$ cat src/common/cachePkg.sv
`default_nettype none

package cachePkg;

  // Line geometry, bursts are always four beats
  localparam int LineWords = 4;
  localparam int WordBits = 2;
  localparam int ByteBits = 2;

  // Controller states
  typedef enum logic [3:0] {
    ready,
    writeBack,
    lastWriteBack,
    memRead,
    lastRead,
    finish,
    flushScan,
    directWrite
  } cacheState;

  // Bus beat size, encoded like an hsize field
  typedef enum logic [2:0] {
    sizeByte = 3'b000,
    sizeHalf = 3'b001,
    sizeWord = 3'b010
  } busSize;

  // Access from the pipeline memory stage
  typedef struct packed {
    logic        read;
    logic        write;
    logic [31:0] addr;
    logic [3:0]  byteMask;
    logic [31:0] writeData;
  } cpuReq;

  // Word bus request, request is a level
  typedef struct packed {
    logic        request;
    logic        write;
    logic [31:0] addr;
    busSize      size;
    logic [31:0] writeData;
  } busReq;

  // Status of one way in the indexed set, tag is right aligned
  typedef struct packed {
    logic        valid;
    logic        dirty;
    logic [31:0] tag;
  } wayStatus;

endpackage

`default_nettype wire
$ cat src/dataCache/cacheWays.sv
`timescale 1ns/10ps
`default_nettype none

module cacheWays #(
  parameter int numSets = 16
) (
  input  logic                          clk,
  input  logic                          reset,
  input  logic [$clog2(numSets)-1:0]    index,
  input  logic [cachePkg::WordBits-1:0] wordSel,
  input  logic                          writeWay,
  input  logic                          lineWrite,
  input  logic                          statusWrite,
  input  logic [27-$clog2(numSets):0]   newTag,
  input  logic                          setDirty,
  input  logic                          cleanLine,
  input  logic                          touch,
  input  logic                          touchWay,
  input  logic [31:0]                   writeWord,
  output cachePkg::wayStatus            way0,
  output cachePkg::wayStatus            way1,
  output logic                          lruWay,
  output logic [31:0]                   data0,
  output logic [31:0]                   data1
);
  import cachePkg::*;

  localparam int IndexBits = $clog2(numSets);
  localparam int TagBits = 28 - IndexBits;

  logic [31:0]           lineData [2][numSets][LineWords];
  logic [TagBits-1:0]    tagArray [2][numSets];
  logic [1:0][numSets-1:0] validBits;
  logic [1:0][numSets-1:0] dirtyBits;
  logic [numSets-1:0]    lruBits;
  logic                  install;

  // New line becomes valid with the last refill word
  assign install = statusWrite && (wordSel == WordBits'(LineWords - 1));

  always_ff @(posedge clk) begin
    if (lineWrite) begin
      lineData[writeWay][index][wordSel] <= writeWord;
    end
    if (install) begin
      tagArray[writeWay][index] <= newTag;
    end
  end

  always_ff @(posedge clk or posedge reset) begin
    if (reset) begin
      validBits <= '0;
      dirtyBits <= '0;
      lruBits <= '0;
    end else begin
      if (install) begin
        validBits[writeWay][index] <= 1'b1;
        dirtyBits[writeWay][index] <= 1'b0;
        lruBits[index] <= ~writeWay;
      end
      if (setDirty) begin
        dirtyBits[writeWay][index] <= 1'b1;
      end
      if (cleanLine) begin
        dirtyBits[writeWay][index] <= 1'b0;
      end
      // LRU bit names the way to replace next
      if (touch) begin
        lruBits[index] <= ~touchWay;
      end
    end
  end

  assign way0 = '{
    valid: validBits[0][index],
    dirty: dirtyBits[0][index],
    tag:   32'(tagArray[0][index])
  };
  assign way1 = '{
    valid: validBits[1][index],
    dirty: dirtyBits[1][index],
    tag:   32'(tagArray[1][index])
  };

  assign lruWay = lruBits[index];
  assign data0 = lineData[0][index][wordSel];
  assign data1 = lineData[1][index][wordSel];

endmodule

`default_nettype wire

$ cat config.mk
export PLATFORM = sky130hd
export DESIGN_NAME = cacheWays
export DESIGN_NICKNAME = d
export VERILOG_FILES = /design/src/common/cachePkg.sv /design/src/dataCache/cacheWays.sv
export SDC_FILE = /design/constraint.sdc
export NUM_CORES = 2
export LEC_CHECK = 0
export ABC_CLOCK_PERIOD_IN_PS = 2450
export BUFFER_PORTS_ARGS = -buffer_cell sky130_fd_sc_hd__buf_2
export CAP_MARGIN = 20
export CORE_ASPECT_RATIO = 0.75
export CORE_UTILIZATION = 30
export DETAILED_ROUTE_END_ITERATION = 12
export PLACE_DENSITY = 0.57
export SLEW_MARGIN = 15
export SYNTH_ARGS = -nofsm -noshare
export SYNTH_HDL_FRONTEND = slang
export SYNTH_MEMORY_MAX_BITS = 65536
export SYNTH_SLANG_ARGS = --single-unit
$ cat constraint.sdc
create_clock -name clk -period 2.45 [get_ports clk]
set_clock_uncertainty 0.2 [all_clocks]
set_input_delay 0.1225 -clock clk [delete_from_list [all_inputs] [get_ports clk]]
set_output_delay 0.1225 -clock clk [all_outputs]
set_load 0.01 [all_outputs]
After elaboration in Yosys (flattened, before gate mapping)
Memory sizes are Yosys's and may differ from the RTL's.
Cells that the tools add are included.
{"block": "word_totals", "regBits": 80, "mem_bits_rw": 4864, "input_bits": 71, "output_inout_bits": 133, "elab_cells": 79, "n_memories": 2}
{"block": "op_classes", "n_lt_le_gt_ge": 8, "eq_ne": 1, "n_mux": 49, "bitwise_logic": 9, "reduce_logical": 5}
{"name": "lineData", "depth": 2, "width": 2048, "rd": 2, "rd_ports_with_merged_regs": 0, "write_ports": 1, "line": "cacheWays.sv:31", "source": "logic [31:0] lineData [2][numSets][LineWords];"}
{"name": "tagArray", "depth": 2, "width": 384, "rd": 2, "rd_ports_with_merged_regs": 0, "write_ports": 1, "line": "cacheWays.sv:32", "source": "logic [TagBits-1:0] tagArray [2][numSets];"}
{"cell": "2048-bit two-way mux", "count": 1}
{"cell": "128-bit binary-select mux with 4-bit select", "count": 2}
{"cell": "128-bit two-way mux", "count": 5}
{"cell": "128-bit demux with 4-bit select", "count": 1}
{"cell": "384-bit two-way mux", "count": 1}
{"cell": "32-bit two-way mux", "count": 8}
{"cell": "24-bit binary-select mux with 4-bit select", "count": 2}
{"cell": "32-bit binary-select mux with 2-bit select", "count": 2}
{"cell": "24-bit two-way mux", "count": 5}
{"cell": "24-bit demux with 4-bit select", "count": 1}
{"cell": "32-bit bitwise AND", "count": 2}
{"cell": "32-bit demux with 2-bit select", "count": 1}
{"cell": "32-bit OR", "count": 2}
{"cell": "16-bit two-way mux", "count": 3}
{"cell": "16-bit bitwise mux", "count": 2}
{"cell": "32-bit inverter", "count": 1}
{"cell": "1-bit binary-select mux with 4-bit select", "count": 5}
{"cell": "16-bit demux with 1-bit select", "count": 1}
{"cell": "1-bit two-way mux", "count": 8}
{"cell": "5-bit greater-or-equal comparator (second input constant)", "count": 1}
{"cell": "1-bit logical AND", "count": 5}
{"cell": "4-bit by 5-bit < comparator with 1-bit output (second input constant)", "count": 1}
{"cell": "5-bit by 1-bit < comparator with 1-bit output (second input constant)", "count": 1}
{"cell": "4-bit inverter with 5-bit output", "count": 1}
{"cell": "other kinds (9)", "count": 10}

Depth between registers and ports, before layout
{"block": "logic_depth", "depth_word": 13, "mapped_depth": 10, "ltp_nobuf": 5}

Least setup slack after synthesis
OpenSTA, ideal clock, no wires.
{"block": "synth_timing", "path_kind": "input to register", "start": "input port index[0]", "end": "memory tagArray[0][288] (netlist name), enable pin", "setup_ps": 471, "arrival_ps": 3478, "required_ps": 1779, "path_slack_ps": -1699, "path_stages": 7, "n_path_buf": 5, "cell_sequence": "buf_6 > buf_6 > buf_6 > buf_2 > buf_2 > nand2_1 > nor4_1"}
{"block": "synth_between", "elab_chain_len": 6, "word_cells_on_any_way": 7, "classes_between": "2 x order compare; 3 x mux; 1 x bitwise; 1 x reduce/logical"}
{"item": "start: declaration", "line": "cacheWays.sv:9", "source": "input logic [$clog2(numSets)-1:0] index,"}
{"item": "4-bit inverter with 5-bit output (not written as such) (*)", "line": "cacheWays.sv:46", "source": "tagArray[writeWay][index] <= newTag;"}
{"item": "5-bit greater-or-equal comparator (not written as such) / 5-bit by 1-bit < comparator with 1-bit output (equally long branches)", "line": "cacheWays.sv:46"}
{"item": "1-bit logical AND (not written as such)", "line": "cacheWays.sv:46"}
{"item": "24-bit two-way mux (not written as such)", "line": "cacheWays.sv:46"}
{"item": "24-bit demux with 4-bit select (*)", "line": "cacheWays.sv:46"}
{"item": "384-bit two-way mux (not written as such) (*)", "line": "cacheWays.sv:46"}
{"item": "end: declaration", "line": "cacheWays.sv:32"}
Every way passes the cells marked *; elsewhere a longest branch is shown, timed or not.

==> summary.md <==
| Metric | Value |
|---|---|
| DRC viols | `0` |
| Boundary Pins | `204` |
| FMAX | `0.284 GHz` |
| Die ar. | `0.627 mm2` |
| CP Launch Type | `flop` |
| Post-route cell area | `0.233 mm2` |
| CP endpoint kind | `output port` |
| Fin util | `0.376` |
| Largest net degree at the start of global routing | `129` |
| Clock Latency Late Sink | `1000 ps` |
| Nets | `9534` |
| GRT busiest layer | `met2` |
| Area leader, netlist | `edfxtp_1` |
| Max-Cap Viols | `0` |
| Largest cells by area after synthesis | `edfxtp_1 78%, mux4_2 16%, a22oi_1 2.1%` |
| GR met1 Demand/Resource | `0.237` |
| Post-synth top area share | `0.781` |
| Port-buffer cells | `187` |
| # rows | `250` |
| Root Buffer | `clkbuf_16` |
| Met2 Use GR | `0.262` |
| EDFF count, synth | `4864` |
| CTS max path bufs | `4` |
| CTS tree | `built` |
| Commonest cells after routing, fill and taps aside | `4864 x edfxtp_1, 1289 x mux4_2, 625 x buf_4, 495 x buf_12, 476 x clkbuf_16` |
| Total wire length | `541000 um` |
| Via Count | `94335` |
| Fin crit share | `1.44` |
| Synth Area in Adders | `0` |
| Synth Instances | `7976` |
| Reg clk slew, reported paths | `70 ps` |
| Setup WS pre-CTS | `-1000 ps` |
| # clock sinks | `4944` |
| Remaining Overflow, GRT | `0` |
| Post-synthesis xor/xnor area fraction | `0` |
| Crit-path max FO | `1` |
| Flop and latch count out of synthesis | `4944` |
| Vias per inst | `5.19` |
| Hold Slack | `-3.15 ps` |
| Worst EP arrival | `3200 ps` |
| RSZ-0062 raised after global routing | `yes` |
| Initial DRC count | `12168` |
| Global-route wire length before repair | `752000 um` |
| Leakage | `72.3 nW` |
| Area post-placement | `0.212 mm2` |
| Die Span Y | `686 um` |
| Worst slew margin | `0.229` |
| 1st-pass router iterations | `7` |
| DRT antenna net count | `0` |
| GRT Util Overall | `0.168` |
| Die width | `914 um` |
| Worst Setup Slack, final | `-1070 ps` |
| Detailed placement HPWL | `326000 um` |
| Register area share after synthesis | `0.792` |
| Core Area | `0.620 mm2` |
| Top FF cell, synth | `edfxtp_1` |
| Min-delay worst type | `input pin to flop` |
| Synthesized area | `0.187 mm2` |
| Ys Warns | `0` |
| Multiplexer share of the synthesized area | `0.156` |
| Most common cell after layout, fill and taps aside | `edfxtp_1` |
| Initial antenna violation count | `37` |
| Area Growth Syn to Fin | `24.4%` |
| Avg Inst Size Synth | `23.4 um2` |
| Fillcell total | `54999` |
| Post-DR wirelength/cell | `29.8 um` |
| Failing checks | `hold timing, setup timing` |
| Power Density | `757 mW/mm2` |
| Distinct cells, synth | `42` |
| H-tree lvl count | `5` |
| Share of cells above drive strength 1 | `0.396` |
| Tmin final | `3520 ps` |
| Number of buffers created by CTS | `466` |
| Vias in the first global route | `96345` |
| Final Slew Violations | `0` |
| Pwr Total | `176 mW` |
| Simple-gate share of the synthesized area | `0.00955` |
| Status | `complete, but fails checks` |
| Worst Tran Pin Value | `1160 ps` |
| Maximum vdd drop | `0.769 mV` |
| Worst endpoint required time | `2130 ps` |
| Asr flop ratio synth | `0.0162` |
| Main combinational cell family by area after synthesis | `multiplexers` |
| Synth Area in Compound Gates | `0.0313` |
| Initial Utilization | `0.302` |
| Worst Setup Path Type | `flop to output port` |
| Final Wtd Congestion | `0.793` |
| Final setup viols | `117` |
| Final hold vios | `1` |
| Met3 Usage GRT | `0.0384` |
==> cells in the mapped netlist (all sizes together), types with 22 or more instances <==
cell,instances
a21oi,265
a22oi,516
a32oi,24
buf,229
clkbuf,263
dfrtp,80
edfxtp,4864
mux4,1289
nand2,51
nor2,166
o21ai,31
or2,22
or4,65
==> repair_timing <==
item                                    in CTS  in global routing
resized for setup                          544                129
pin swaps                                  183                 79
endpoints found under the hold margin     7969                 39
setup buffers                               12                 24
cloned                                       7                 10
endpoints found under the setup margin     117                683
hold buffers                               187                  2
==> flip-flops by register name, summed over array words and instances, names as in the netlist <==
| register | flops |
|---|---|
| dirtyBits | 32 |
| validBits | 32 |
| lruBits | 16 |
| tagArray | 768 |
| lineData | 4096 |
==> final cells by class <==
class                           instances  area, um2  area share
Multi-Input combinational cell       2547      40400       0.174
Clock inverter                        273       2830      0.0122
Antenna cell                           14       35.0    0.000151
Timing Repair Buffer                 1496      18800      0.0809
Clock buffer                          576      12100      0.0520
Tap cell                             8316      10400      0.0447
Inverter                                8       32.5    0.000140
Sequential cell                      4944     148000       0.636
==> critical path, cell delays in order, from the launching register on <==
cell,delay (ps)
edfxtp_1,380
mux4_2,480
a22oi_2,210
buf_6,140
a21oi_4,100
or4_4,580
buf_6,160
==> logic make-up (layout without fill, tap and decap cells) <==
logic type             after synthesis  count (layout)
DFF                               4944            4944
muxes                             1299            1299
AOI/OAI and AO/OA                  872             872
buffers and inverters              500            2353
and+or+nand+nor                    360             360
other                                1              30
==> per-layer routing <==
layer  wire length (um)  share of wire  vias to the layer above
li1                   -              -                    37566
met1             224000           0.41                    51551
met2             250000           0.46                     4515
met3              52200          0.096                      701
met4              15100          0.028                        2
met5                 13       0.000024                        -
==> power breakdown <==
part	switching [mW]	total, mW	internal (mW)
logic	6.45	11.4	4.90
clock network	32.1	71.3	39.3
registers	0.143	93.4	93.3
total	38.7	176	137
==> final timing paths <==
kind,startpoint,end,slack (ps),cells past startpoint
max,lineData[1][237]$_DFFE_PP_,data1[13],-1070,6
min,wordSel[0],dirtyBits[25]$_DFF_PP0_,-3,6
max reg2reg,lruBits[13]$_DFF_PP0_,lruBits[13]$_DFF_PP0_,830,4
min reg2reg,validBits[17]$_DFFE_PP0N_,validBits[17]$_DFFE_PP0N_,270,1
max in group asynchronous,reset,dirtyBits[28]$_DFF_PP0_,1430,5
min in group asynchronous,reset,dirtyBits[0]$_DFF_PP0_,220,5
==> stage by stage <==
step | instances | setup TNS [ps]
after floorplan | 7991 | -436360
after global placement | 17121 | -1495690
after detailed placement | 17121 | -1575490
after CTS | 18139 | -99660
after global routing | 18162 | -93510
final | 18174 | -81850
(Power assumes the default switching activity.)
