### src/common/cachePkg.sv
`default_nettype none

package cachePkg;

  // Line geometry, bursts are always four beats
  localparam int LineWords = 4;
  localparam int WordBits = 2;
  localparam int ByteBits = 2;

  // Controller states
  typedef enum logic [3:0] {
    ready,
    writeBack,
    lastWriteBack,
    memRead,
    lastRead,
    finish,
    flushScan,
    directWrite
  } cacheState;

  // Bus beat size, encoded like an hsize field
  typedef enum logic [2:0] {
    sizeByte = 3'b000,
    sizeHalf = 3'b001,
    sizeWord = 3'b010
  } busSize;

  // Access from the pipeline memory stage
  typedef struct packed {
    logic        read;
    logic        write;
    logic [31:0] addr;
    logic [3:0]  byteMask;
    logic [31:0] writeData;
  } cpuReq;

  // Word bus request, request is a level
  typedef struct packed {
    logic        request;
    logic        write;
    logic [31:0] addr;
    busSize      size;
    logic [31:0] writeData;
  } busReq;

  // Status of one way in the indexed set, tag is right aligned
  typedef struct packed {
    logic        valid;
    logic        dirty;
    logic [31:0] tag;
  } wayStatus;

endpackage

`default_nettype wire
### src/dataCache/cacheController.sv
`timescale 1ns/10ps
`default_nettype none

module cacheController #(
  parameter int numSets = 16
) (
  input  logic                              clk,
  input  logic                              reset,
  input  logic                              cacheEnable,
  input  logic                              flush,
  input  logic                              cpuRead,
  input  logic                              cpuWrite,
  input  logic [27-$clog2(numSets):0]       cpuTag,
  input  cachePkg::wayStatus                way0,
  input  cachePkg::wayStatus                way1,
  input  logic                              lruWay,
  input  logic                              busReady,
  output logic                              stall,
  output logic                              busRequest,
  output logic                              busWrite,
  output logic                              useCount,
  output logic [cachePkg::WordBits-1:0]     wordCount,
  output logic                              refillWrite,
  output logic                              storeWrite,
  output logic                              victimWay,
  output logic                              hitWay,
  output logic                              flushActive,
  output logic [$clog2(numSets)-1:0]        flushIndex,
  output logic                              cleanLine
);
  import cachePkg::*;

  localparam int IndexBits = $clog2(numSets);
  localparam int TagBits = 28 - IndexBits;

  cacheState state;
  cacheState nextState;

  logic [WordBits-1:0]  beatCount;
  logic [IndexBits-1:0] flushCount;
  logic                 activeWay;
  logic                 directAccess;
  logic                 flushing;
  logic                 access;
  logic                 hit0;
  logic                 hit1;
  logic                 hit;
  logic                 dirty0;
  logic                 dirty1;
  logic                 pickWay;
  logic                 pickDirty;
  logic                 setHasDirty;
  logic                 flushWay;
  logic                 lastSet;
  logic                 inBurst;

  assign access = cpuRead | cpuWrite;

  // Tag compare on both ways
  assign hit0 = way0.valid & (way0.tag[TagBits-1:0] == cpuTag);
  assign hit1 = way1.valid & (way1.tag[TagBits-1:0] == cpuTag);
  assign hit = cacheEnable & (hit0 | hit1);

  assign dirty0 = way0.valid & way0.dirty;
  assign dirty1 = way1.valid & way1.dirty;

  // Invalid way first, otherwise the least recently used one
  assign pickWay = ~way0.valid ? 1'b0 : (~way1.valid ? 1'b1 : lruWay);
  assign pickDirty = pickWay ? dirty1 : dirty0;

  // Flush scan handles way 0 before way 1
  assign setHasDirty = dirty0 | dirty1;
  assign flushWay = ~dirty0;
  assign lastSet = (flushCount == IndexBits'(numSets - 1));

  assign inBurst = state inside {writeBack, lastWriteBack, memRead, lastRead};

  always_comb begin
    nextState = state;
    case (state)
      ready: begin
        if (flush) begin
          nextState = flushScan;
        end else if (access && !cacheEnable) begin
          nextState = cpuWrite ? directWrite : lastRead;
        end else if (access && !hit) begin
          nextState = pickDirty ? writeBack : memRead;
        end
      end
      writeBack: begin
        if (busReady && beatCount == WordBits'(LineWords - 2)) begin
          nextState = lastWriteBack;
        end
      end
      lastWriteBack: begin
        if (busReady) begin
          nextState = flushing ? flushScan : memRead;
        end
      end
      memRead: begin
        if (busReady && beatCount == WordBits'(LineWords - 2)) begin
          nextState = lastRead;
        end
      end
      lastRead: begin
        if (busReady) begin
          nextState = finish;
        end
      end
      directWrite: begin
        if (busReady) begin
          nextState = finish;
        end
      end
      finish: begin
        nextState = ready;
      end
      flushScan: begin
        if (setHasDirty) begin
          nextState = writeBack;
        end else if (lastSet) begin
          nextState = ready;
        end
      end
      default: begin
        nextState = ready;
      end
    endcase
  end

  always_ff @(posedge clk or posedge reset) begin
    if (reset) begin
      state <= ready;
      beatCount <= '0;
      flushCount <= '0;
      activeWay <= 1'b0;
      directAccess <= 1'b0;
      flushing <= 1'b0;
    end else begin
      state <= nextState;

      // Beat counter only moves when the bus takes a beat
      if (state == ready || state == finish) begin
        beatCount <= '0;
      end else if (inBurst && busReady) begin
        beatCount <= beatCount + 1'b1;
      end

      if (state == ready) begin
        directAccess <= access & ~cacheEnable & ~flush;
        activeWay <= pickWay;
        flushing <= flush;
        flushCount <= '0;
      end else if (state == flushScan) begin
        if (setHasDirty) begin
          activeWay <= flushWay;
        end else if (lastSet) begin
          flushing <= 1'b0;
        end else begin
          flushCount <= flushCount + 1'b1;
        end
      end
    end
  end

  // Direct accesses finish in the beat cycle itself
  always_comb begin
    case (state)
      ready:       stall = flush | (access & ~hit);
      lastRead:    stall = ~(directAccess & busReady);
      directWrite: stall = ~busReady;
      default:     stall = 1'b1;
    endcase
  end

  assign busRequest = inBurst | (state == directWrite);
  assign busWrite = state inside {writeBack, lastWriteBack, directWrite};
  assign useCount = inBurst & ~directAccess;
  assign wordCount = beatCount;

  assign refillWrite = busReady & (state == memRead || state == lastRead);
  assign storeWrite = (state == ready) & cpuWrite & hit & ~flush;

  assign hitWay = hit1;
  // Way under work, the hit way while idle
  assign victimWay = (state == ready) ? (hit ? hit1 : pickWay) : activeWay;

  assign flushActive = flushing;
  assign flushIndex = flushCount;
  assign cleanLine = (state == lastWriteBack) & busReady;

endmodule

`default_nettype wire

### config.mk
export PLATFORM = sky130hd
export DESIGN_NAME = cacheController
export DESIGN_NICKNAME = d
export VERILOG_FILES = /design/src/common/cachePkg.sv /design/src/dataCache/cacheController.sv
export SDC_FILE = /design/constraint.sdc
export NUM_CORES = 1
export LEC_CHECK = 0
export BUFFER_PORTS_ARGS = -buffer_cell sky130_fd_sc_hd__buf_2
export CAP_MARGIN = 20
export CELL_PAD_IN_SITES_DETAIL_PLACEMENT = 1
export CELL_PAD_IN_SITES_GLOBAL_PLACEMENT = 2
export CORE_MARGIN = 2
export CORE_UTILIZATION = 19
export DETAILED_ROUTE_END_ITERATION = 6
export HOLD_SLACK_MARGIN = 0.15
export PLACE_DENSITY_LB_ADDON = 0.05
export SLEW_MARGIN = 20
export SYNTH_ARGS = -nofsm -noshare
export SYNTH_HDL_FRONTEND = slang
export SYNTH_SLANG_ARGS = --single-unit
### constraint.sdc
create_clock -name clk -period 2.6 [get_ports clk]
set_clock_uncertainty 0.05 [all_clocks]
set_input_delay 0.52 -clock clk [delete_from_list [all_inputs] [get_ports clk]]
set_output_delay 0.52 -clock clk [all_outputs]
set_load 0.005 [all_outputs]
Yosys cells after proc, flatten, opt, wreduce, memory -nomap -nowiden. Cells that the tools add are included.

Bits in registers: 13. Output and inout bits: 16. Word-level logic and storage cells: 106.

Add/sub/neg operators: 2. Equality and inequality tests: 19. Mux-type cells: 32. Bitwise operators: 27. Reduce and logical (&&, ||, !) cells: 20.

Operators with widths (count): two-way mux 4 bit (13); == test 24 bit (2); one-hot mux 4 bit (6 select lines) (1); == test 4 x 3 -> 1 bit (second input constant) (4); bitwise AND 1 bit (15); two-way mux 1 bit (12); inequality test 2 x 1 -> 1 bit (second input constant) (5); == test 4 x 2 -> 1 bit (second input constant) (2); two-way mux 2 bit (4); nonzero test 2 bit (4); NOT 1 bit (7); AND reduction 3 bit (2); AND reduction 6 bit (1); bitwise OR 1 bit (5); adder 4 x 1 -> 4 bit (second input constant) (1); == test 4 x 1 -> 1 bit (second input constant) (1); == test 4 bit (second input constant) (1); logical AND 1 bit (4); zero test 4 bit (1); inequality test 4 bit (second input constant) (1); nonzero test 4 bit (1); two-way mux 3 bit (1); inequality test 3 bit (second input constant) (1); one-hot mux 1 bit (3 select lines) (1); other kinds (8) (10).

Logic depth before layout (Yosys ltp).
Depth after elaboration: 10. Mapped depth: 7.

Least setup slack after synthesis. OpenSTA, ideal clock, no wires.

Path type: input -> output. Start point: input cpuTag[12]. End point: output stall. Arrival time: 1441 ps. Data required time: 2030 ps. Path slack: 589 ps. Stages on the path: 5. Path buffers: 0. Cells stage by stage: xor2_1 -> nor4_1 -> nand4_1 -> o211ai_1 -> o22ai_1.

Cells in the longest elaborated chain, start to end: 8.

RTL lines: start: declaration (line cacheController.sv:13) `input logic [27-$clog2(numSets):0] cpuTag,`; == test 24 bit, on equally long branches (line cacheController.sv:60, cacheController.sv:61); bitwise AND 1 bit, on equally long branches (line cacheController.sv:60, cacheController.sv:61); bitwise OR 1 bit (*) (line cacheController.sv:62) `assign hit = cacheEnable & (hit0 | hit1);`; bitwise AND 1 bit (*) (line cacheController.sv:62); NOT 1 bit (*) (line cacheController.sv:169) `ready: stall = flush | (access & ~hit);`; bitwise AND 1 bit (*) (line cacheController.sv:169); bitwise OR 1 bit (*) (line cacheController.sv:169); one-hot mux 1 bit (3 select lines) (*) (line cacheController.sv:168) `case (state)`; end: declaration (line cacheController.sv:18) `output logic stall,`.

Mark *: on every way between the ends. The rest lies on a longest branch, timed or not.

Worst setup path in the final report. Ends and elaborated chain as after synthesis.

==> results.cfg <==
[clock_network]
htree_levels = 1
clkSlewWorstSetupHoldPaths_ns = 0.06
insertion_delay_ns = 0.24
root_buffer = clkbuf_8
clock-sinks = 12
cts_hold_buf = 0
cts_buffer_depth = 2
cts_tree = yes
numCtsBuffers = 3

[routing]
drt_iter0_drc = 39
first_pass_iters = 4
via_per_inst = 4.421
antenna_left = 0
totalWireLength_um = 5407
drc = 0
vias = 1817
wire_per_inst_um = 13.16

[cells_and_area]
nets = 415
fill_cells = 943
fin_area_um2 = 2431
area.sequential_um2 = 300.3
multi_input_area_um2 = 1182
insertedDiodeCount = 0
layoutNonFillerInstCount = 411
area_delta_synth_final_pct = 68.37
drive_gt1_share_pct = 44.87

[floorplanning]
fp.dieH_um = 91.18
core_um2 = 7292
initial_utilization_pct = 19.80
die-area_um2 = 8313
placementRows = 31
num_io_pins = 116
die_w_um = 91.18

[sta]
fin_crit_sh_pct = 97.01
maxSlewHeadroom_pct = 64.51
setup_slack_ns = 0.07779
timing.fmax_mhz = 396.5
hold_violations = 0
finalSetupViolations = 0
worst_pin_slew_ns = 0.5279
finalMaxSlewViolations = 0
grt_setup_unrepaired = yes
timing.final.crit_period_ns = 2.522

[critical_path]
crit_chain = buf_6, xnor2_1, nand4_1, nor4_2, buf_4, nand4_1, o211ai_1, o22ai_1, buf_2
cp.arrival_ns = 1.95
start_kind = primary input
path_buf_inv = 3
end_kind = output port
max_stage_delay_ns = 0.23
crit_family = simple AND/OR/NAND/NOR gates
path_class = primary input to output port
crit_required_ns = 2.03
crit_slowest_cell = nor4_2
cpMostUsedCell = nand4_1
crit_fanout = 3

[yosys]
synth_area_um2 = 1444
synth_flop_cell = dfrtp_1
synth_area_per_cell_um2 = 7.560
ys_warn_count = 0
synth-seq-cells = 12
synth.distinct_cells = 39
synthCells = 191
ys_seq_area_share_pct = 20.80
async_flop_share_pct = 100.0
synth_edf_count = 0
syn-num-nets = 293

[global_routing]
antenna_found_initial = 1
grt_max_degree = 25
grt.total_usage_pct = 12.71
grt_pass1_vias = 1854
grt_overflow = 0
grt_pass1_wl_um = 8694

[placement]
dp_hpwl_um = 4688
pre_cts_ws_ns = -0.06790
placed_cells = 406
numPortBuffers = 99
postPlaceCellArea_um2 = 2212
gp_congestion = 0.6687

[pwr]
power_density_nw_per_um2 = 647.4
ir_drop_mv = 0.1814
leakagePower_nw = 1.153

[outcome]
status = completed

[flow_run]
maxCapViolations = 0

[min_path]
hold_path_class = primary input to async pin
==> state kept, by name, indices dropped and copies added (netlist names) <==
name	cells
activeWay	1
directAccess	1
flushActive	1
flushIndex	4
state	3
wordCount	2
==> synthesized netlist by cell type, drive strengths merged (4+ instances only) <==
library cell  instances  area (µm²)
nor4                  5       31.28
nand2                18       67.56
xnor2                33       289.0
xor2                 17       148.9
nor2                 14       52.55
a21oi                13       65.06
dfrtp                12       300.3
o21ai                 8       40.03
nand4                11       68.82
nor3                  7       35.03
inv                  10       37.54
nand3                 5       25.02
clkbuf                4       15.01
==> layout make-up <==
cell class,instances,share of cell area [%]
well taps,99,5.095
multi-input cells,163,48.64
flip-flops and latches,12,12.35
clock buffers,4,2.265
inverters,10,1.544
repair buffers,123,30.11
==> cells by family (layout without fill, tap and decap cells) <==
family	count (synthesis)	in the layout	share of synthesized area [%]
AO/OA/AOI/OAI	40	40	17.68
adder cells (fa/ha/maj)	2	2	1.733
AND/OR/NAND/NOR	68	68	22.96
XOR/XNOR	50	50	30.33
flip-flops	12	12	20.80
multiplexers	3	3	2.253
buffers and inverters	16	137	4.245
==> routing by layer <==
layer | vias to the layer above | track usage [%] | part of all wire [%]
li1 | 918 | - | -
met1 | 820 | 14.91 | 41
met2 | 73 | 22.41 | 48
met3 | 4 | 4.315 | 11
met4 | 2 | 2.652 | 0.18
met5 | - | 0 | 0.24
==> report_power, final <==
part	total (mW)	switching (mW)	internal [mW]
registers	0.350	0.0817	0.268
clock network	0.209	0.0748	0.134
logic	1.02	0.537	0.479
total	1.57	0.693	0.881
==> worst paths after layout <==
kind	from	slack [ns]	to	depth (start not counted)
worst min register to register	directAccess	0.51	directAccess	2
max in group asynchronous	reset	1.92	directAccess	2
worst max register to register	state[0]	0.49	state[1]	7
worst min-delay path	reset	0.25	state[1]	2
min in group clk	flush	0.49	directAccess	2
worst max-delay path	cpuTag[12]	0.08	stall	9
==> timing repair <==
| action | 4_1_cts | 5_1_grt |
|---|---|---|
| setup buffers | 0 | 1 |
| pin swaps | 3 | 16 |
| cloned | 0 | 0 |
| resized for setup | 2 | 29 |
| setup endpoints to repair | 2 | 2 |
==> layout by cell type, fill, tap and decap left out, types with 3 or more instances in the layout <==
cell type,netlist,layout
dfrtp_1,12,12
nor4_1,5,3
nor3_1,7,6
nand2_1,18,17
inv_1,10,10
xor2_1,17,17
o21ai_0,7,7
clkbuf_8,0,4
buf_4,0,24
xnor2_1,33,25
buf_6,0,9
buf_2,1,90
xnor2_2,0,8
nor2_1,14,14
a21oi_1,13,13
nand3_1,5,5
nand4_1,11,11
==> per-stage QoR <==
| step | hold WS (ns) | utilization (%) | total power [mW] | TNS [ns] |
|---|---|---|---|---|
| final | 0.2457 | 33.34 | 1.574 | 0 |
| after detailed placement | 0.5142 | 30.34 | 1.349 | -0.1314 |
| after global routing | 0.2967 | 33.34 | 1.759 | -0.07571 |
| after global placement | 0.5032 | 30.34 | 1.342 | -0.1467 |
| after CTS | 0.2757 | 31.28 | 1.564 | 0 |
| after floorplan | 0.3347 | - | 0.9283 | 0 |
Note: power is estimated with default switching activity, not from simulation.
