## src/common/cachePkg.sv

```systemverilog
`default_nettype none

package cachePkg;

  // Line geometry, bursts are always four beats
  localparam int LineWords = 4;
  localparam int WordBits = 2;
  localparam int ByteBits = 2;

  // Controller states
  typedef enum logic [3:0] {
    ready,
    writeBack,
    lastWriteBack,
    memRead,
    lastRead,
    finish,
    flushScan,
    directWrite
  } cacheState;

  // Bus beat size, encoded like an hsize field
  typedef enum logic [2:0] {
    sizeByte = 3'b000,
    sizeHalf = 3'b001,
    sizeWord = 3'b010
  } busSize;

  // Access from the pipeline memory stage
  typedef struct packed {
    logic        read;
    logic        write;
    logic [31:0] addr;
    logic [3:0]  byteMask;
    logic [31:0] writeData;
  } cpuReq;

  // Word bus request, request is a level
  typedef struct packed {
    logic        request;
    logic        write;
    logic [31:0] addr;
    busSize      size;
    logic [31:0] writeData;
  } busReq;

  // Status of one way in the indexed set, tag is right aligned
  typedef struct packed {
    logic        valid;
    logic        dirty;
    logic [31:0] tag;
  } wayStatus;

endpackage

`default_nettype wire
```

## src/dataCache/cacheDatapath.sv

```systemverilog
`timescale 1ns/10ps
`default_nettype none

module cacheDatapath #(
  parameter int numSets = 16
) (
  input  cachePkg::cpuReq                cpu,
  input  logic                           useCount,
  input  logic [cachePkg::WordBits-1:0]  wordCount,
  input  logic                           refillWrite,
  input  logic                           victimWay,
  input  logic                           hitWay,
  input  logic [31:0]                    data0,
  input  logic [31:0]                    data1,
  input  logic [31:0]                    busReadData,
  input  logic [27-$clog2(numSets):0]    victimTag,
  input  logic                           flushActive,
  input  logic [$clog2(numSets)-1:0]     flushIndex,
  output logic [cachePkg::WordBits-1:0]  wordSel,
  output logic [31:0]                    writeWord,
  output logic [31:0]                    readData,
  output logic [31:0]                    busAddr,
  output cachePkg::busSize               busSize,
  output logic [31:0]                    busWriteData
);
  import cachePkg::*;

  localparam int IndexBits = $clog2(numSets);

  logic [WordBits-1:0]  addrWord;
  logic [IndexBits-1:0] setIndex;
  logic [ByteBits-1:0]  byteAddr;
  logic [31:0]          victimData;
  logic [31:0]          hitData;
  logic [31:0]          baseWord;
  logic [3:0]           laneMask;

  assign addrWord = cpu.addr[ByteBits +: WordBits];
  assign setIndex = flushActive ? flushIndex : cpu.addr[ByteBits + WordBits +: IndexBits];
  assign wordSel = useCount ? wordCount : addrWord;

  assign victimData = victimWay ? data1 : data0;
  assign hitData = hitWay ? data1 : data0;

  // Store lanes only land on the addressed word
  assign laneMask = (cpu.write && wordSel == addrWord) ? cpu.byteMask : 4'b0000;
  assign baseWord = refillWrite ? busReadData : victimData;

  always_comb begin
    for (int i = 0; i < 4; i++) begin
      writeWord[8*i +: 8] = laneMask[i] ? cpu.writeData[8*i +: 8] : baseWord[8*i +: 8];
    end
  end

  // Bus word goes straight out on a direct read
  assign readData = refillWrite ? busReadData : hitData;

  // Lowest enabled lane gives the byte address of a direct beat
  always_comb begin
    if (cpu.byteMask[0]) begin
      byteAddr = 2'd0;
    end else if (cpu.byteMask[1]) begin
      byteAddr = 2'd1;
    end else if (cpu.byteMask[2]) begin
      byteAddr = 2'd2;
    end else begin
      byteAddr = 2'd3;
    end
  end

  always_comb begin
    if (useCount) begin
      busSize = sizeWord;
    end else begin
      case (cpu.byteMask)
        4'b0001, 4'b0010, 4'b0100, 4'b1000: busSize = sizeByte;
        4'b0011, 4'b1100:                   busSize = sizeHalf;
        default:                            busSize = sizeWord;
      endcase
    end
  end

  // Burst beats walk the line from word 0
  assign busAddr = useCount ? {victimTag, setIndex, wordCount, {ByteBits{1'b0}}}
                            : {cpu.addr[31:ByteBits], byteAddr};
  assign busWriteData = useCount ? victimData : cpu.writeData;

endmodule

`default_nettype wire

```

## config.mk

```make
export PLATFORM = sky130hd
export DESIGN_NAME = cacheDatapath
export DESIGN_NICKNAME = d
export VERILOG_FILES = /design/src/common/cachePkg.sv /design/src/dataCache/cacheDatapath.sv
export SDC_FILE = /design/constraint.sdc
export NUM_CORES = 1
export LEC_CHECK = 0
export BUFFER_PORTS_ARGS = -buffer_cell sky130_fd_sc_hd__buf_2
export CAP_MARGIN = 20
export CELL_PAD_IN_SITES_DETAIL_PLACEMENT = 1
export CELL_PAD_IN_SITES_GLOBAL_PLACEMENT = 1
export CORE_AREA = 2 2 129 131
export DETAILED_ROUTE_END_ITERATION = 12
export DIE_AREA = 0 0 131 133
export GPL_TIMING_DRIVEN = 0
export PLACE_DENSITY_LB_ADDON = 0.1
export RECOVER_POWER = 25
export SYNTH_ARGS = -nofsm -noshare
export SYNTH_HDL_FRONTEND = slang
export SYNTH_SLANG_ARGS = --single-unit
```

## constraint.sdc

```tcl
create_clock -name vclk -period 2.7
set_input_delay 0 -clock vclk [all_inputs]
set_output_delay 0 -clock vclk [all_outputs]
set_load 0.02 [all_outputs]
```

### Yosys cells after proc, flatten, opt, wreduce, memory -nomap -nowiden

Index checks and enable logic that the tools add are counted.
W data, S select, Z words.

* reductions and logical operators: 3
* eq/ne operators: 7
* mux-type cells: 18

Operator list (number)
* $mux W32: 6
* $mux W8: 4
* $eq A4 B2 Y1 const B: 2
* $eq A4 B4 Y1 const B: 2
* $mux W2: 4
* $mux W4: 2
* $eq A4 B1 Y1 const B: 1
* $eq A4 B3 Y1 const B: 1
* $pmux W2 S2: 1
* $reduce_or A4 Y1: 1
* $eq A2 B2 Y1: 1
* $reduce_or A2 Y1: 1
* $logic_and A1 B1 Y1: 1
* $mux W1: 1

* input port bits: 201
* logic and storage cells: 28
* flip-flop bits (word level): 0
* output and inout port bits: 133

### Logic depth before layout (Yosys ltp)

Gate-level depths: netlist of run 1.

* depth in word-level cells: 5
* depth in mapped cells: 5
* mapped depth without buffers: 4

### Worst setup path after synthesis of run 1

No wires, ideal clock.

* path kind: input port to output port
* start: in victimWay
* end: out writeWord[1]
* stages on the path: 5
* data arrival time: 1075 ps
* slack: 1625 ps
* path buffers: 2
* data required time: 2700 ps
* cell sequence: buf_2 -> buf_2 -> mux2i_1 -> a21oi_1 -> mux2_1

* longest elaborated chain between the ends: 3

RTL lines
* from (decl): line cacheDatapath.sv:11 `input logic victimWay,`
* $mux W32: line cacheDatapath.sv:42 `assign victimData = victimWay ? data1 : data0;`
* $mux W32: line cacheDatapath.sv:47 `assign baseWord = refillWrite ? busReadData : victimData;`
* $mux W8: line cacheDatapath.sv:51 `writeWord[8*i +: 8] = laneMask[i] ? cpu.writeData[8*i +: 8] : baseWord[8*i +: 8];`
* to (decl): line cacheDatapath.sv:20 `output logic [31:0] writeWord,`

Every way passes these cells.

### Worst setup path in the final report of run 1

* start: in refillWrite
* end: out writeWord[21]

* longest elaborated chain between the ends: 2

RTL lines
* from (decl): line cacheDatapath.sv:10 `input logic refillWrite,`
* $mux W32: line cacheDatapath.sv:47
* $mux W8: line cacheDatapath.sv:51

Every way passes these cells.

==> results.md, run 1 <==
- Final max-slew violation count: 0
- Fin nets: 872
- Adder-cell share of the synthesized area: 0
- Grt total ovfl: 0
- Share of cells above drive strength 1: 0.5620
- Post-synthesis compound-gate area fraction: 0.2153
- Distinct cells, synth: 21
- Final Instance Area: 4213 um^2
- Sw Share: 0.6021
- Arrival @ worst endpoint: 1.65 ns
- DRT Pass-1 Iters: 4
- Mux share of post-synthesis cell area: 0.5716
- Pleak: 2.187 nW
- Slowest-stage cell, CP: clkbuf_1
- DP Wirelength: 14,050 um
- Post-CTS Hold Buffers: 0
- Status: finished, final reports clean
- Seq cells: 0
- Critical Path Fanout Max: 10
- Die area: 17,420 um^2
- RSZ-0062 raised after global routing: no
- Sw Pwr: 0.5962 mW
- Cell family with most CP delay: buffers and inverters
- # diodes: 0
- Most Frequent Cell on Critical Path: buf_2
- Register area: 0 um^2
- Critical-path cell list: buf_2, clkinv_1, buf_2, clkbuf_1, a21oi_1, mux2_2, buf_2
- IO buf count: 327
- Most frequent cells in the layout: 308 x buf_2, 97 x a21oi_1, 66 x nor2_1
- HP Start: cpu[32]
- Rel. slew slack: 0.5142
- DR vias/cell: 4.358
- Ports: 334
- Final core occ: 0.2605
- Worst Setup Start Kind: input pin
- Hold endpoint: busAddr[1]
- Minimum clock period: 1.647 ns
- Cell count after synthesis: 342
- FP Rows: 47
- P per Cell Area: 235.0 nW/um^2
- Total track usage: 0.1717
- Post-Syn Area: 2342 um^2
- Worst path bufs/invs: 5
- Internal power: 0.3940 mW
- Vias: 3,874
- Hold slack: 0.3233 ns
- Sequential element share of the synthesized area: 0
- DRC: 0
- Post-route ant nets: 0
- Worst Max-Slew Pin Slew: 0.7287 ns
- First-pass GRT wire length: 22,940 um
- Resized cells post-CTS: 0
- Initial antenna violation count: 0
- Via count of the first global-routing pass: 4,112
- Worst path max stage delay: 0.55 ns
- Mean Syn Cell Area: 6.849 um^2
- Number of setup buffers added after CTS: 0
- Reg power frac: 0
- Critical Path RT: 2.70 ns
- Placer Congestion: 0.8914
- Final Setup Violations: 0
- TNS Setup: 0 ns
- Overall power: 0.9902 mW
- Syn nets: 543
- Count of final hold-check violations: 0
- Max-cap viol count: 0
- Main combinational cell family by area after synthesis: multiplexers
- Largest net degree at the start of global routing: 11
- Core area: 16,170 um^2
- Total wire length: 16,360 um
- # clk buffers: 0
- Most common cell after layout, fill and taps aside: buf_2
- Synth warn: 0
- Initial drt markers: 74
- Die W: 131 um
- DR WL/cell: 18.41 um
- Highest Clock Rate: 607.3 MHz
- Maximum VDD drop: 0.06327 mV
- Post-Synth Simple-Gate Area: 0.1335
- Area after DPL: 4254 um^2
- Comb power frac: 1.000
- XOR/XNOR share of the synthesized area: 0.01122
- Layout fillers: 2,163
- CP endpoint kind: output pin
- Worst hold path cell count: 3
- Initial Utilization: 0.1448
- Die height: 133 um
- Crit path kind: input pin to output pin
- Clock group share of total power: 0
- Area Overhead vs Synth: 79.86%
- Final cycle utilization of the critical path: 0.6099
- Worst hold path type: input pin to output pin
-- final cells by class --
cell class | instances | area (um^2) | area share
plain buffers | 32 | 145.1 | 0.03445
repair buffers | 327 | 1599 | 0.3796
multi-input cells | 308 | 2186 | 0.5189
inverters | 2 | 7.507 | 0.001782
well taps | 220 | 275.3 | 0.06534
-- power groups by stage --
stage	combinational (mW)	clock, mW	sequential [mW]
2_1_floorplan	0.578	0	0
3_3_place_gp	1.00	0	0
3_5_place_dp	1.01	0	0
4_1_cts	1.02	0	0
5_1_grt	1.07	0	0
6_report	0.990	0	0
-- how the worst max path moves through the flow --
stage / startpoint / to / slack [ns] / cells after the start
floorplan: victimWay / writeWord[1] / 1.62 / 5
global placement: useCount / busWriteData[18] / 0.91 / 5
detailed placement: useCount / busWriteData[18] / 0.94 / 5
CTS: useCount / busWriteData[18] / 0.94 / 5
global route: useCount / busWriteData[18] / 0.83 / 5
finish: refillWrite / writeWord[21] / 1.05 / 7
-- kinds of logic (layout without fill, tap and decap cells) --
group,after synthesis,in the layout
multiplexers,126,126
AO/OA/AOI/OAI,99,99
AND/OR/NAND/NOR,79,79
buffers and inverters,34,361
XOR/XNOR,3,3
other,1,1
-- routing by layer --
metal	global-route usage	routed length (um)
met1	0.1826	5929
met2	0.3448	8756
met3	0.04691	1593
met4	0.006501	83
met5	0	0
-- Yosys cell counts (2+ instances only) --
cell / count / area share
buf_2: 14 / 0.030
a21oi_1: 97 / 0.21
mux2_2: 60 / 0.29
mux2i_1: 64 / 0.27
buf_1: 3 / 0.0048
mux2_1: 2 / 0.0096
nor2_1: 66 / 0.11
xnor2_1: 2 / 0.0075
nor2_2: 4 / 0.011
buf_4: 3 / 0.0096
nand2_1: 5 / 0.0080
nand3_1: 2 / 0.0043
clkbuf_1: 12 / 0.019
-- stage by stage --
step	std cells	setup slack (ns)
finish	889	1.053
CTS	889	0.9369
global placement	889	0.9081
global route	889	0.8270
detailed placement	889	0.9369
floorplan	342	1.625
No activity file was read; power rests on OpenSTA's default activity.
==> run 2, diff against run 1 <==
--- a/config.mk
+++ b/config.mk
@@ -9,9 +9,9 @@
 export CAP_MARGIN = 20
 export CELL_PAD_IN_SITES_DETAIL_PLACEMENT = 1
 export CELL_PAD_IN_SITES_GLOBAL_PLACEMENT = 1
-export CORE_AREA = 2 2 129 131
+export CORE_AREA = 2 2 128 130
 export DETAILED_ROUTE_END_ITERATION = 12
-export DIE_AREA = 0 0 131 133
+export DIE_AREA = 0 0 130 132
 export GPL_TIMING_DRIVEN = 0
 export PLACE_DENSITY_LB_ADDON = 0.1
 export RECOVER_POWER = 25
==> constraint.sdc (replaced) <==
create_clock -name vclk -period 1.67
set_input_delay 0 -clock vclk [all_inputs]
set_output_delay 0 -clock vclk [all_outputs]
set_load 0.02 [all_outputs]
==> results.md, run 2 (synthesis gave the netlist of run 1 again) <==
- RSZ-0062 raised after global routing: no
- DRC: 0 (unchanged)
- Critical Path Fanout Max: 19 (+9)
- Worst hold path cell count: 3 (unchanged)
- Seq cells: 0 (unchanged)
- Total wire length: 16,610 um (+1.5%)
- Most frequent cells in the layout: 312 x buf_2, 97 x a21oi_1, 66 x nor2_1
- Max-cap viol count: 0 (unchanged)
- Inst Count DP: 885 (-0.45%)
- Slowest-stage cell, CP: clkbuf_2
- Crit path kind: input pin to output pin
- Reg power frac: 0 (unchanged)
- Register area: 0 um^2 (unchanged)
- CP endpoint kind: output pin
- Rel. slew slack: 0.5185 (+0.004345)
- Final cycle utilization of the critical path: 0.8948
- Final worst slack: 0.1757 ns (-0.8775 ns)
- Hold slack: 0.3196 ns (-0.003732 ns)
- Initial antenna violation count: 6 (+6)
- Status: finished, final reports clean
- Die W: 130 um (-0.76%)
- Sw Pwr: 0.9597 mW (+61%)
- Vias: 3,902 (+0.72%)
- Arrival @ worst endpoint: 1.49 ns (-0.16 ns)
- Worst hold path type: input pin to output pin
- Largest net degree at the start of global routing: 11 (unchanged)
- Grt total ovfl: 0 (unchanged)
- Worst path max stage delay: 0.39 ns (-0.16 ns)
- HP Start: cpu[32]
- Pleak: 2.214 nW (+1.3%)
- Share of cells above drive strength 1: 0.5763 (+0.01431)
- Final Setup Violations: 0 (unchanged)
- Placer Congestion: 0.8067 (-9.5%)
- # clk buffers: 0 (unchanged)
- Core area: 15,710 um^2 (-2.8%)
- Internal power: 0.6400 mW (+62%)
- Critical Path RT: 1.67 ns (-1.03 ns)
- Worst Setup Start Kind: input pin
- Critical-path cell list: buf_2, clkinv_1, clkbuf_2, nor2_1, a21oi_1, mux2_1, buf_2
- Most common cell after layout, fill and taps aside: buf_2
- Most Frequent Cell on Critical Path: buf_2
- Final core occ: 0.2688 (+0.008330)
- DR vias/cell: 4.399 (+0.95%)
- Maximum VDD drop: 0.1365 mV (+120%)
- Via count of the first global-routing pass: 4,302 (+4.6%)
- Pre-CTS setup slack: -0.03536 ns (-0.9723 ns)
- Die area: 17,160 um^2 (-1.5%)
- TNS Setup: 0 ns (unchanged)
- Critical path startpoint: refillWrite
- P per Cell Area: 378.7 nW/um^2 (+61%)
- Instance count on the critical path: 7 (unchanged)
- Final Non-Filler Cells: 887 (-0.22%)
- Clock group share of total power: 0 (unchanged)
- Count of final hold-check violations: 0 (unchanged)
- Total track usage: 0.1796 (+0.007976)
- Number of setup buffers added after CTS: 0 (unchanged)
- DP Wirelength: 14,250 um (+1.4%)
- Initial drt markers: 111 (+50%)
- Die height: 132 um (-0.75%)
- Final max-slew violation count: 0 (unchanged)
- Comb power frac: 1.000 (about the same)
- First-pass GRT wire length: 24,050 um (+4.8%)
- Sw Share: 0.5999 (-0.002216)
- Ports: 334 (unchanged)
- IO buf count: 327 (unchanged)
- Minimum clock period: 1.494 ns
- Area Overhead vs Synth: 80.34%
- Worst path bufs/invs: 4 (-1)
- DRT Pass-1 Iters: 4 (unchanged)
- DR WL/cell: 18.73 um (+1.8%)
- Cell family with most CP delay: buffers and inverters
- Initial Utilization: 0.1491 (+0.004233)
- Fin nets: 871 (-0.11%)
- Worst Max-Slew Pin Slew: 0.7222 ns (-0.006519 ns)
- Highest Clock Rate: 669.2 MHz
- FP Rows: 46 (-2.1%)
- Post-route ant nets: 0 (unchanged)
## run 2: cell types whose count changed in the layout (fill, tap and decap cells not counted), sizes merged
cell    change
buf         +1
clkbuf      -2
diode       +3
## run 2: final timing paths
path                  slack, ns            to
worst max-delay path       0.18  writeWord[1]
worst min-delay path       0.32    busAddr[1]
## run 2: routing by layer
metal  GRT usage  vias to the layer above  share of wire
met3     0.03206                        6          0.073
met5           0                        -         0.0014
met2      0.3647                      190           0.54
met4     0.01553                        4         0.0040
li1            -                     1887              -
met1      0.1950                     1815           0.38
## run 2: cell type report
cell class	instances	area [um^2]
Antenna cell	3	7.507
Buffer	31	150.1
Fill cell	2088	11490
Inverter	2	7.507
Multi-Input combinational cell	308	2186
Tap cell	216	270.3
Timing Repair Buffer	327	1603
## run 2: tightest hold or removal path, delay by kind of cell
kind	cells	cell delay [ns]
and+or+nand+nor	1	0.05
buffers and inverters	2	0.27
## run 2: stage by stage
stage	instance area, um^2	power [mW]
2_1_floorplan	2342	0.9351
3_3_place_gp	4249	1.617
3_5_place_dp	4249	1.633
4_1_cts	4252	1.640
5_1_grt	4224	1.734
6_report	4224	1.600
## run 2: power by group through the flow
stage	clock, mW	sequential (mW)	combinational, mW
final	0.000000241	0	1.60
after global placement	0	0	1.62
after detailed placement	0	0	1.63
after CTS	0	0	1.64
after floorplan	0	0	0.935
after global routing	0.000000240	0	1.73
## run 2: what timing repair did
action / in CTS / in global routing
endpoints found under the setup margin: 13 / 19
resized for setup: 2 / 3
hold buffers: 0 / 0
